==> src/laser_link_pkg.sv <==
package laser_link_pkg;

    // Clock cycles in one bit period
    localparam int BIT_TICKS = 8;
    localparam int TICK_WIDTH = 4;

    // Three-sample vote window inside a bit period
    localparam int VOTE_FIRST = 3;
    localparam int VOTE_LAST = 5;

    // Frame layout: start bit, data bits, stop bit
    localparam int DATA_BITS = 8;
    localparam int FRAME_BITS = 10;
    localparam int FRAME_CNT_WIDTH = 4;

    // Line levels of the framing bits
    localparam logic START_LEVEL = 1'b1;
    localparam logic STOP_LEVEL = 1'b0;

    // Count within a bit period
    typedef logic [TICK_WIDTH-1:0] tick_t;

    // Count of bit periods within a frame
    typedef logic [FRAME_CNT_WIDTH-1:0] bit_cnt_t;

    // One byte per laser
    typedef struct packed {
        logic [DATA_BITS-1:0] lane1;
        logic [DATA_BITS-1:0] lane2;
    } lane_pair_t;

endpackage

==> src/bit_timing_if.sv <==
`timescale 1ns/100ps

interface bit_timing_if;

    // Strobes decoded from the bit timer count
    logic vote;
    logic sample;
    logic bit_end;

    // Holds the timer at zero while high
    logic restart;

    modport timer (
        output vote,
        output sample,
        output bit_end,
        input  restart
    );

    modport user (
        input  vote,
        input  sample,
        input  bit_end,
        output restart
    );

endinterface

==> src/bit_timer.sv <==
`timescale 1ns/100ps

module bit_timer (
    input  logic        clock,
    input  logic        reset,
    bit_timing_if.timer timing
);

    laser_link_pkg::tick_t count;

    // Free-running count, wraps at the end of each bit period
    always_ff @(posedge clock, posedge reset) begin
        if (reset) begin
            count <= '0;
        end else if (timing.restart) begin
            count <= '0;
        end else if (timing.bit_end) begin
            count <= '0;
        end else begin
            count <= count + 1'b1;
        end
    end

    // Middle of the bit, three cycles wide
    assign timing.vote =
        (count >= laser_link_pkg::tick_t'(laser_link_pkg::VOTE_FIRST)) &&
        (count <= laser_link_pkg::tick_t'(laser_link_pkg::VOTE_LAST));

    // Decision point right after the window
    assign timing.sample =
        (count == laser_link_pkg::tick_t'(laser_link_pkg::VOTE_LAST + 1));

    assign timing.bit_end =
        (count == laser_link_pkg::tick_t'(laser_link_pkg::BIT_TICKS - 1));

    // The wrap must keep the count inside one bit period
    a_count_in_range: assert property (
        @(posedge clock) disable iff (reset)
        count < laser_link_pkg::tick_t'(laser_link_pkg::BIT_TICKS)
    );

endmodule

==> src/tx_sequencer.sv <==
`timescale 1ns/100ps

module tx_sequencer (
    input  logic       clock,
    input  logic       reset,
    input  logic       en,
    input  logic       tx_start,
    bit_timing_if.user timing,
    output logic       load,
    output logic       shift,
    output logic       busy,
    output logic       tx_done
);

    typedef enum logic {
        IDLE,
        SEND
    } state_t;

    state_t state;
    state_t state_next;
    laser_link_pkg::bit_cnt_t bit_cnt;
    logic last_bit;

    // End of the stop bit
    assign last_bit = timing.bit_end &&
        (bit_cnt == laser_link_pkg::bit_cnt_t'(laser_link_pkg::FRAME_BITS - 1));

    assign busy = (state == SEND);

    // One pair in flight, a start while busy is ignored
    assign load = (state == IDLE) && tx_start && en;
    assign shift = busy && timing.bit_end;
    assign tx_done = en && last_bit;

    // Keep the timer at zero so the first bit gets a full period
    assign timing.restart = (state == IDLE);

    always_comb begin
        state_next = state;
        case (state)
            IDLE: begin
                if (load) begin
                    state_next = SEND;
                end
            end
            SEND: begin
                // Dropping en aborts the frame
                if (!en || last_bit) begin
                    state_next = IDLE;
                end
            end
            default: state_next = IDLE;
        endcase
    end

    always_ff @(posedge clock, posedge reset) begin
        if (reset) begin
            state <= IDLE;
            bit_cnt <= '0;
        end else begin
            state <= state_next;
            // Cleared on every way out of SEND, so the count is zero in IDLE
            if (state != SEND || state_next != SEND) begin
                bit_cnt <= '0;
            end else if (timing.bit_end) begin
                bit_cnt <= bit_cnt + 1'b1;
            end
        end
    end

    // Done only in SEND, and the frame ends on the following edge
    a_done_in_send: assert property (
        @(posedge clock) disable iff (reset)
        tx_done |-> busy ##1 !busy
    );

endmodule

==> src/frame_serializer.sv <==
`timescale 1ns/100ps

module frame_serializer (
    input  logic                       clock,
    input  logic                       reset,
    input  logic                       load,
    input  logic                       shift,
    input  logic                       busy,
    input  laser_link_pkg::lane_pair_t pair,
    output logic                       laser1_tx,
    output logic                       laser2_tx
);

    logic [laser_link_pkg::FRAME_BITS-1:0] frame1;
    logic [laser_link_pkg::FRAME_BITS-1:0] frame2;

    // Start bit at the bottom so it goes out first, data LSB first
    function automatic logic [laser_link_pkg::FRAME_BITS-1:0] build_frame(
        input logic [laser_link_pkg::DATA_BITS-1:0] data
    );
        return {laser_link_pkg::STOP_LEVEL, data, laser_link_pkg::START_LEVEL};
    endfunction

    always_ff @(posedge clock, posedge reset) begin
        if (reset) begin
            frame1 <= '0;
            frame2 <= '0;
        end else if (load) begin
            frame1 <= build_frame(pair.lane1);
            frame2 <= build_frame(pair.lane2);
        end else if (shift) begin
            frame1 <= {laser_link_pkg::STOP_LEVEL, frame1[laser_link_pkg::FRAME_BITS-1:1]};
            frame2 <= {laser_link_pkg::STOP_LEVEL, frame2[laser_link_pkg::FRAME_BITS-1:1]};
        end
    end

    // Line stays low whenever no frame is going out
    assign laser1_tx = frame1[0] & busy;
    assign laser2_tx = frame2[0] & busy;

endmodule

==> src/rx_lane_sampler.sv <==
`timescale 1ns/100ps

module rx_lane_sampler (
    input  logic                                  clock,
    input  logic                                  reset,
    input  logic                                  line,
    bit_timing_if.user                            timing,
    output logic [laser_link_pkg::FRAME_BITS-1:0] frame
);

    logic [1:0] vote_cnt;
    logic decided;

    // Two or more of the three samples high
    assign decided = vote_cnt[1];

    // High samples seen in the current window
    always_ff @(posedge clock, posedge reset) begin
        if (reset) begin
            vote_cnt <= '0;
        end else if (timing.sample) begin
            vote_cnt <= '0;
        end else if (timing.vote && line) begin
            vote_cnt <= vote_cnt + 1'b1;
        end
    end

    // Shift in from the top, so after a full frame the start bit is at bit 0
    always_ff @(posedge clock, posedge reset) begin
        if (reset) begin
            frame <= '0;
        end else if (timing.sample) begin
            frame <= {decided, frame[laser_link_pkg::FRAME_BITS-1:1]};
        end
    end

endmodule

==> src/rx_framer.sv <==
`timescale 1ns/100ps

module rx_framer (
    input  logic                                  clock,
    input  logic                                  reset,
    input  logic                                  laser1_rx,
    input  logic                                  laser2_rx,
    bit_timing_if.user                            timing,
    input  logic [laser_link_pkg::FRAME_BITS-1:0] frame1,
    input  logic [laser_link_pkg::FRAME_BITS-1:0] frame2,
    output logic                                  line1,
    output logic                                  line2,
    output logic                                  rx_valid,
    output laser_link_pkg::lane_pair_t            rx_pair
);

    typedef enum logic {
        IDLE,
        RECEIVE
    } state_t;

    state_t state;
    state_t state_next;
    laser_link_pkg::bit_cnt_t bit_cnt;
    logic meta1;
    logic meta2;
    logic prev1;
    logic prev2;
    logic rise;
    logic frame_end;
    logic frame_ok;

    // Two-flop synchronizer per lane, plus one more flop for edge detect
    always_ff @(posedge clock, posedge reset) begin
        if (reset) begin
            meta1 <= 1'b0;
            meta2 <= 1'b0;
            line1 <= 1'b0;
            line2 <= 1'b0;
            prev1 <= 1'b0;
            prev2 <= 1'b0;
        end else begin
            meta1 <= laser1_rx;
            meta2 <= laser2_rx;
            line1 <= meta1;
            line2 <= meta2;
            prev1 <= line1;
            prev2 <= line2;
        end
    end

    assign rise = (line1 & ~prev1) | (line2 & ~prev2);

    // Timer is released on the rising edge, that cycle is the first of bit one
    assign timing.restart = (state == IDLE) && !rise;

    assign frame_end = (state == RECEIVE) && timing.bit_end &&
        (bit_cnt == laser_link_pkg::bit_cnt_t'(laser_link_pkg::FRAME_BITS - 1));

    // Both lanes need a proper start and stop bit
    assign frame_ok =
        (frame1[0] == laser_link_pkg::START_LEVEL) &&
        (frame2[0] == laser_link_pkg::START_LEVEL) &&
        (frame1[laser_link_pkg::FRAME_BITS-1] == laser_link_pkg::STOP_LEVEL) &&
        (frame2[laser_link_pkg::FRAME_BITS-1] == laser_link_pkg::STOP_LEVEL);

    always_comb begin
        state_next = state;
        case (state)
            IDLE: begin
                if (rise) begin
                    state_next = RECEIVE;
                end
            end
            RECEIVE: begin
                if (frame_end) begin
                    state_next = IDLE;
                end
            end
            default: state_next = IDLE;
        endcase
    end

    always_ff @(posedge clock, posedge reset) begin
        if (reset) begin
            state <= IDLE;
            bit_cnt <= '0;
        end else begin
            state <= state_next;
            if (state != RECEIVE) begin
                bit_cnt <= '0;
            end else if (timing.bit_end) begin
                bit_cnt <= bit_cnt + 1'b1;
            end
        end
    end

    // Bytes sit between the framing bits, bad frames are dropped silently
    always_ff @(posedge clock, posedge reset) begin
        if (reset) begin
            rx_valid <= 1'b0;
            rx_pair <= '0;
        end else begin
            rx_valid <= frame_end && frame_ok;
            if (frame_end && frame_ok) begin
                rx_pair.lane1 <= frame1[laser_link_pkg::DATA_BITS:1];
                rx_pair.lane2 <= frame2[laser_link_pkg::DATA_BITS:1];
            end
        end
    end

    // A frame takes many cycles, so valid can never repeat back to back
    a_valid_single: assert property (
        @(posedge clock) disable iff (reset)
        rx_valid |=> !rx_valid
    );

endmodule

==> src/laser_link.sv <==
`timescale 1ns/100ps

module laser_link (
    input  logic                                 clock,
    input  logic                                 reset,
    input  logic                                 en,
    input  logic                                 tx_start,
    input  logic [laser_link_pkg::DATA_BITS-1:0] tx_data1,
    input  logic [laser_link_pkg::DATA_BITS-1:0] tx_data2,
    output logic                                 tx_busy,
    output logic                                 tx_done,
    output logic                                 laser1_tx,
    output logic                                 laser2_tx,
    input  logic                                 laser1_rx,
    input  logic                                 laser2_rx,
    output logic                                 rx_valid,
    output logic [laser_link_pkg::DATA_BITS-1:0] rx_data1,
    output logic [laser_link_pkg::DATA_BITS-1:0] rx_data2
);

    bit_timing_if tx_timing ();
    bit_timing_if rx_timing ();

    logic load;
    logic shift;
    logic line1;
    logic line2;
    logic [laser_link_pkg::FRAME_BITS-1:0] frame1;
    logic [laser_link_pkg::FRAME_BITS-1:0] frame2;
    laser_link_pkg::lane_pair_t tx_pair;
    laser_link_pkg::lane_pair_t rx_pair;

    assign tx_pair.lane1 = tx_data1;
    assign tx_pair.lane2 = tx_data2;
    assign rx_data1 = rx_pair.lane1;
    assign rx_data2 = rx_pair.lane2;

    // Transmit path
    bit_timer tx_timer (
        .clock  (clock),
        .reset  (reset),
        .timing (tx_timing.timer)
    );

    tx_sequencer tx_seq (
        .clock    (clock),
        .reset    (reset),
        .en       (en),
        .tx_start (tx_start),
        .timing   (tx_timing.user),
        .load     (load),
        .shift    (shift),
        .busy     (tx_busy),
        .tx_done  (tx_done)
    );

    frame_serializer tx_ser (
        .clock     (clock),
        .reset     (reset),
        .load      (load),
        .shift     (shift),
        .busy      (tx_busy),
        .pair      (tx_pair),
        .laser1_tx (laser1_tx),
        .laser2_tx (laser2_tx)
    );

    // Receive path, one timer shared by both lanes
    bit_timer rx_timer (
        .clock  (clock),
        .reset  (reset),
        .timing (rx_timing.timer)
    );

    rx_lane_sampler rx_lane1 (
        .clock  (clock),
        .reset  (reset),
        .line   (line1),
        .timing (rx_timing.user),
        .frame  (frame1)
    );

    rx_lane_sampler rx_lane2 (
        .clock  (clock),
        .reset  (reset),
        .line   (line2),
        .timing (rx_timing.user),
        .frame  (frame2)
    );

    rx_framer rx_frm (
        .clock     (clock),
        .reset     (reset),
        .laser1_rx (laser1_rx),
        .laser2_rx (laser2_rx),
        .timing    (rx_timing.user),
        .frame1    (frame1),
        .frame2    (frame2),
        .line1     (line1),
        .line2     (line2),
        .rx_valid  (rx_valid),
        .rx_pair   (rx_pair)
    );

endmodule

==> config.mk <==
export PLATFORM = sky130hd
export DESIGN_NAME = laser_link
export DESIGN_NICKNAME = d
export VERILOG_FILES = /design/src/laser_link_pkg.sv /design/src/bit_timing_if.sv /design/src/bit_timer.sv /design/src/tx_sequencer.sv /design/src/frame_serializer.sv /design/src/rx_lane_sampler.sv /design/src/rx_framer.sv /design/src/laser_link.sv
export SDC_FILE = /design/constraint.sdc
export NUM_CORES = 1
export LEC_CHECK = 0
export ABC_AREA = 1
export BUFFER_PORTS_ARGS = -buffer_cell sky130_fd_sc_hd__buf_4
export CAP_MARGIN = 20
export CORE_UTILIZATION = 45
export CTS_CLUSTER_SIZE = 14
export DETAILED_ROUTE_END_ITERATION = 16
export GPL_TIMING_DRIVEN = 0
export PLACE_DENSITY = 0.72
export SLEW_MARGIN = 20
export SYNTH_ARGS = -nofsm -noshare
export SYNTH_HDL_FRONTEND = slang
export SYNTH_SLANG_ARGS = --single-unit
==> constraint.sdc <==
create_clock -name clock -period 3 [get_ports clock]
set_clock_uncertainty 0.2 [all_clocks]
set_input_delay 0.15 -clock clock [delete_from_list [all_inputs] [get_ports clock]]
set_output_delay 0.15 -clock clock [all_outputs]
set_load 0.005 [all_outputs]
==> implementation parameters <==
Parameter                              Value

Run status
  Run status ... complete, no violations

Die
  Height of the chip ... 92.9 µm
  Chip Width ... 92.9 µm
  Total die area ... 0.00862 mm²
  Initial core utilization ... 47.3%
  Row count ... 32
  CORE AREA ... 0.00785 mm²
  I/O pin cnt ... 43

Clocking
  Clock Latency Late Sink ... 0.36 ns
  Clock tree from TritonCTS ... built
  Number of H-tree levels ... 3
  Clk sink count ... 83
  Max clock buf depth ... 2
  Num CTS Buffers ... 9
  Root buffer selected by CTS ... sky130_fd_sc_hd__clkbuf_8
  Clock transition at path regs ... 0.08 ns
  Post-CTS setup buffer count ... 0

Global routing
  Largest net degree at the start of global routing ... 60
  Via count of the first global-routing pass ... 2,813
  Leftover overflow at the end of global routing ... 0
  Total routing usage reported by global routing ... 18.1%
  Met1 track utilization from global routing ... 21.2%
  GR peak layer ... met2
  First-pass GRT wire length ... 12,200 µm
  Initial antenna violation count ... 0
  Met2 usage in global routing ... 31.3%
  Met3 Resource Use GR ... 5.99%

Finish
  Signed area change from the synthesized netlist to the final layout ... 23.5%
  Fin area ... 0.00459 mm²
  Fraction of layout instances using a drive strength above 1 ... 17.0%
  N_diodes ... 0
  Number of nets in the finished design ... 544
  Number of fill cells ... 696
  Fin util ... 58.5%

Drt
  Routed via count divided by cell count ... 4.78
  DR vias ... 2,963
  Total wire length ... 6990 µm
  Initial drt markers ... 98
  Post-route ant nets ... 0
  Number of design rule violations left after detail routing ... 0
  Drt first pass iters ... 5
  Routed length per instance ... 11.3 µm

Setup path
  Data arrival time of the worst path ... 1.59 ns
  Critical path capture point type ... output port
  Worst Path Required ... 2.65 ns
  Startpoint kind of the worst setup timing path ... flop
  Critical-path maximum fanout ... 7
  Critical setup path kind ... reg -> out

Logic synthesis
  Syn avg cell area ... 8.46 µm²
  Post-synthesis net count ... 470
  Share of the yosys chip area belonging to registers ... 55.9%
  Cell count after synthesis ... 439
  Yosys warning total ... 0
  Number of different library cells in the post-synthesis netlist ... 25
  Post-Syn Area ... 0.00371 mm²
  Post-synthesis register bit count ... 83

Min path
  Kind of path behind the tightest hold check ... in -> async

Place
  Detailed Place HPWL ... 4790 µm
  Placement-stage worst setup slack ... 1.18 ns
  Number of buffers inserted by port buffering ... 42
  Global placement routability congestion ... 0.721
  Placed Area ... 0.00419 mm²

Power and ir drop
  Highest ir drop seen on vdd ... 294 µV
  Static leakage ... 2.54 nW
  Power per standard cell area ... 681 mW/mm²
  Overall Power ... 3.13 mW

Timing
  Setup Viol. Count Final ... 0
  Actual slew at the worst max-slew pin ... 0.396 ns
  Final worst setup slack ... 1.06 ns
  Clock period minus worst slack ... 1.94 ns
  RSZ-0062 raised after global routing ... no
  Number of slew-limit violations in the final report ... 0
  Max-slew headroom ... 73.6%
  Timing-limited maximum frequency ... 515 MHz
  Final hold vios ... 0
  Final critical-path share of the clock period ... 64.7%

Job
  MaxCap Viol Count ... 0
flip-flops by register name, summed over array words and instances (netlist names):
signal	flops
rx_frm.state	1
tx_ser.frame1	9
rx_frm.meta1	1
tx_seq.bit_cnt	4
rx_timer.count	4
rx_frm.bit_cnt	4
rx_lane1.vote_cnt	2
rx_frm.rx_valid	1
rx_lane2.vote_cnt	2
tx_seq.busy	1
rx_frm.line2	1
rx_frm.line1	1
tx_timer.count	4
rx_frm.rx_pair	16
rx_frm.meta2	1
rx_lane2.frame	10
rx_frm.prev2	1
rx_lane1.frame	10
tx_ser.frame2	9
rx_frm.prev1	1
final timing paths:
kind / start / end / slack, ns / cells past startpoint
worst max-delay path: tx_timer.count[0]$_DFF_PP0_ / tx_done / 1.06 / 6
worst min-delay path: reset / tx_seq.bit_cnt[0]$_DFFE_PP0P_ / 0.12 / 3
worst max register to register: tx_timer.count[0]$_DFF_PP0_ / tx_ser.frame1[5]$_DFFE_PP0P_ / 1.19 / 9
worst min register to register: rx_frm.meta2$_DFF_PP0_ / rx_frm.line2$_DFF_PP0_ / 0.16 / 0
max in group asynchronous: reset / rx_lane2.frame[2]$_DFFE_PP0P_ / 1.90 / 4
min in group clock: tx_start / tx_ser.frame2[3]$_DFFE_PP0P_ / 0.13 / 6
cells in the mapped netlist:
| master | n | area (µm²) |
|---|---|---|
| sky130_fd_sc_hd__a21boi_0 | 1 | 7.51 |
| sky130_fd_sc_hd__buf_2 | 8 | 40.0 |
| sky130_fd_sc_hd__buf_4 | 3 | 22.5 |
| sky130_fd_sc_hd__buf_6 | 2 | 22.5 |
| sky130_fd_sc_hd__clkbuf_1 | 1 | 3.75 |
| sky130_fd_sc_hd__dfrtp_1 | 83 | 2080 |
| sky130_fd_sc_hd__ha_1 | 9 | 113 |
| sky130_fd_sc_hd__inv_1 | 28 | 105 |
| sky130_fd_sc_hd__inv_2 | 7 | 26.3 |
| sky130_fd_sc_hd__nand2_1 | 212 | 796 |
| sky130_fd_sc_hd__nand2_2 | 1 | 6.26 |
| sky130_fd_sc_hd__nand3_1 | 18 | 90.1 |
| sky130_fd_sc_hd__nand3_2 | 1 | 10.0 |
| sky130_fd_sc_hd__nand3_4 | 2 | 35.0 |
| sky130_fd_sc_hd__nand3b_1 | 1 | 7.51 |
| sky130_fd_sc_hd__nand4_1 | 20 | 125 |
| sky130_fd_sc_hd__nor2_1 | 23 | 86.3 |
| sky130_fd_sc_hd__nor2_2 | 1 | 6.26 |
| sky130_fd_sc_hd__nor2_4 | 2 | 22.5 |
| sky130_fd_sc_hd__nor2_8 | 1 | 20.0 |
| sky130_fd_sc_hd__nor3_1 | 1 | 5.00 |
| sky130_fd_sc_hd__o21ai_0 | 7 | 35.0 |
| sky130_fd_sc_hd__o21ai_1 | 2 | 10.0 |
| sky130_fd_sc_hd__o21bai_1 | 1 | 7.51 |
| sky130_fd_sc_hd__xor2_1 | 4 | 35.0 |
layout by cell type (no fill, tap or decap), types with 2 or more instances in the layout:
cell                            Yosys  routed
sky130_fd_sc_hd__ha_1               9       9
sky130_fd_sc_hd__nand2_1          212     212
sky130_fd_sc_hd__nand3_4            2       2
sky130_fd_sc_hd__nor2_4             2       2
sky130_fd_sc_hd__inv_2              7       7
sky130_fd_sc_hd__o21ai_1            2       2
sky130_fd_sc_hd__nand3_1           18      18
sky130_fd_sc_hd__xor2_1             4       4
sky130_fd_sc_hd__buf_2              8       8
sky130_fd_sc_hd__nor2_1            23      23
sky130_fd_sc_hd__dfrtp_1           83      83
sky130_fd_sc_hd__dlygate4sd3_1      0      20
sky130_fd_sc_hd__o21ai_0            7       7
sky130_fd_sc_hd__inv_1             28      27
sky130_fd_sc_hd__nand4_1           20      20
sky130_fd_sc_hd__clkinvlp_4         0       4
sky130_fd_sc_hd__buf_6              2       2
sky130_fd_sc_hd__clkbuf_8           0       9
sky130_fd_sc_hd__buf_4              3      45
repair_timing:
item                      CTS  global route
hold endpoints to repair  103             0
hold buffers               20             0
resized for setup           0             0
power breakdown:
group | switching, mW | internal (mW) | total [mW]
sequential | 0.193 | 1.36 | 1.55
clock | 0.423 | 0.388 | 0.811
combinational | 0.457 | 0.306 | 0.763
total | 1.07 | 2.05 | 3.13
stage by stage:
stage	hold slack [ns]	instances	TNS, ns
floorplan	-0.0186	439	0
global placement	0.0644	583	-41.23
detailed placement	-0.0475	584	0
CTS	0.111	620	0
global route	0.134	620	0
finish	0.122	620	0
area by class of cell:
class	count	area [µm²]	area share, %
buffer	14	88.8	1.94
clock buffer	9	124	2.70
clock inverter	7	77.6	1.69
inverter	35	134	2.92
multi-input combinational	307	1420	30.9
sequential	83	2080	45.3
tap	102	128	2.78
timing repair buffer	63	543	11.8
routing by layer:
| metal | share of wire [%] | vias to the layer above | wire (µm) |
|---|---|---|---|
| met4 | 1.2 | 0 | 87 |
| met2 | 48 | 71 | 3340 |
| met5 | 0 | - | 0 |
| met1 | 46 | 1370 | 3250 |
| li1 | - | 1513 | - |
| met3 | 4.4 | 9 | 311 |
critical path, stage by stage (launching register included):
cell and delay [ns]:
sky130_fd_sc_hd__dfrtp_1 0.39, sky130_fd_sc_hd__ha_1 0.19, sky130_fd_sc_hd__nand2_1 0.11, sky130_fd_sc_hd__nor2_4 0.17, sky130_fd_sc_hd__nand4_1 0.14, sky130_fd_sc_hd__nor2_1 0.12
sky130_fd_sc_hd__buf_4 0.12
kinds of logic after synthesis:
family | Yosys count | synth area share, %
fa+ha+maj | 9 | 3.03
flops | 83 | 55.9
simple gates | 283 | 32.6
buf+inv | 49 | 5.93
xor+xnor | 4 | 0.943
compound gates | 11 | 1.62
Power figures use the tool's default switching activity.
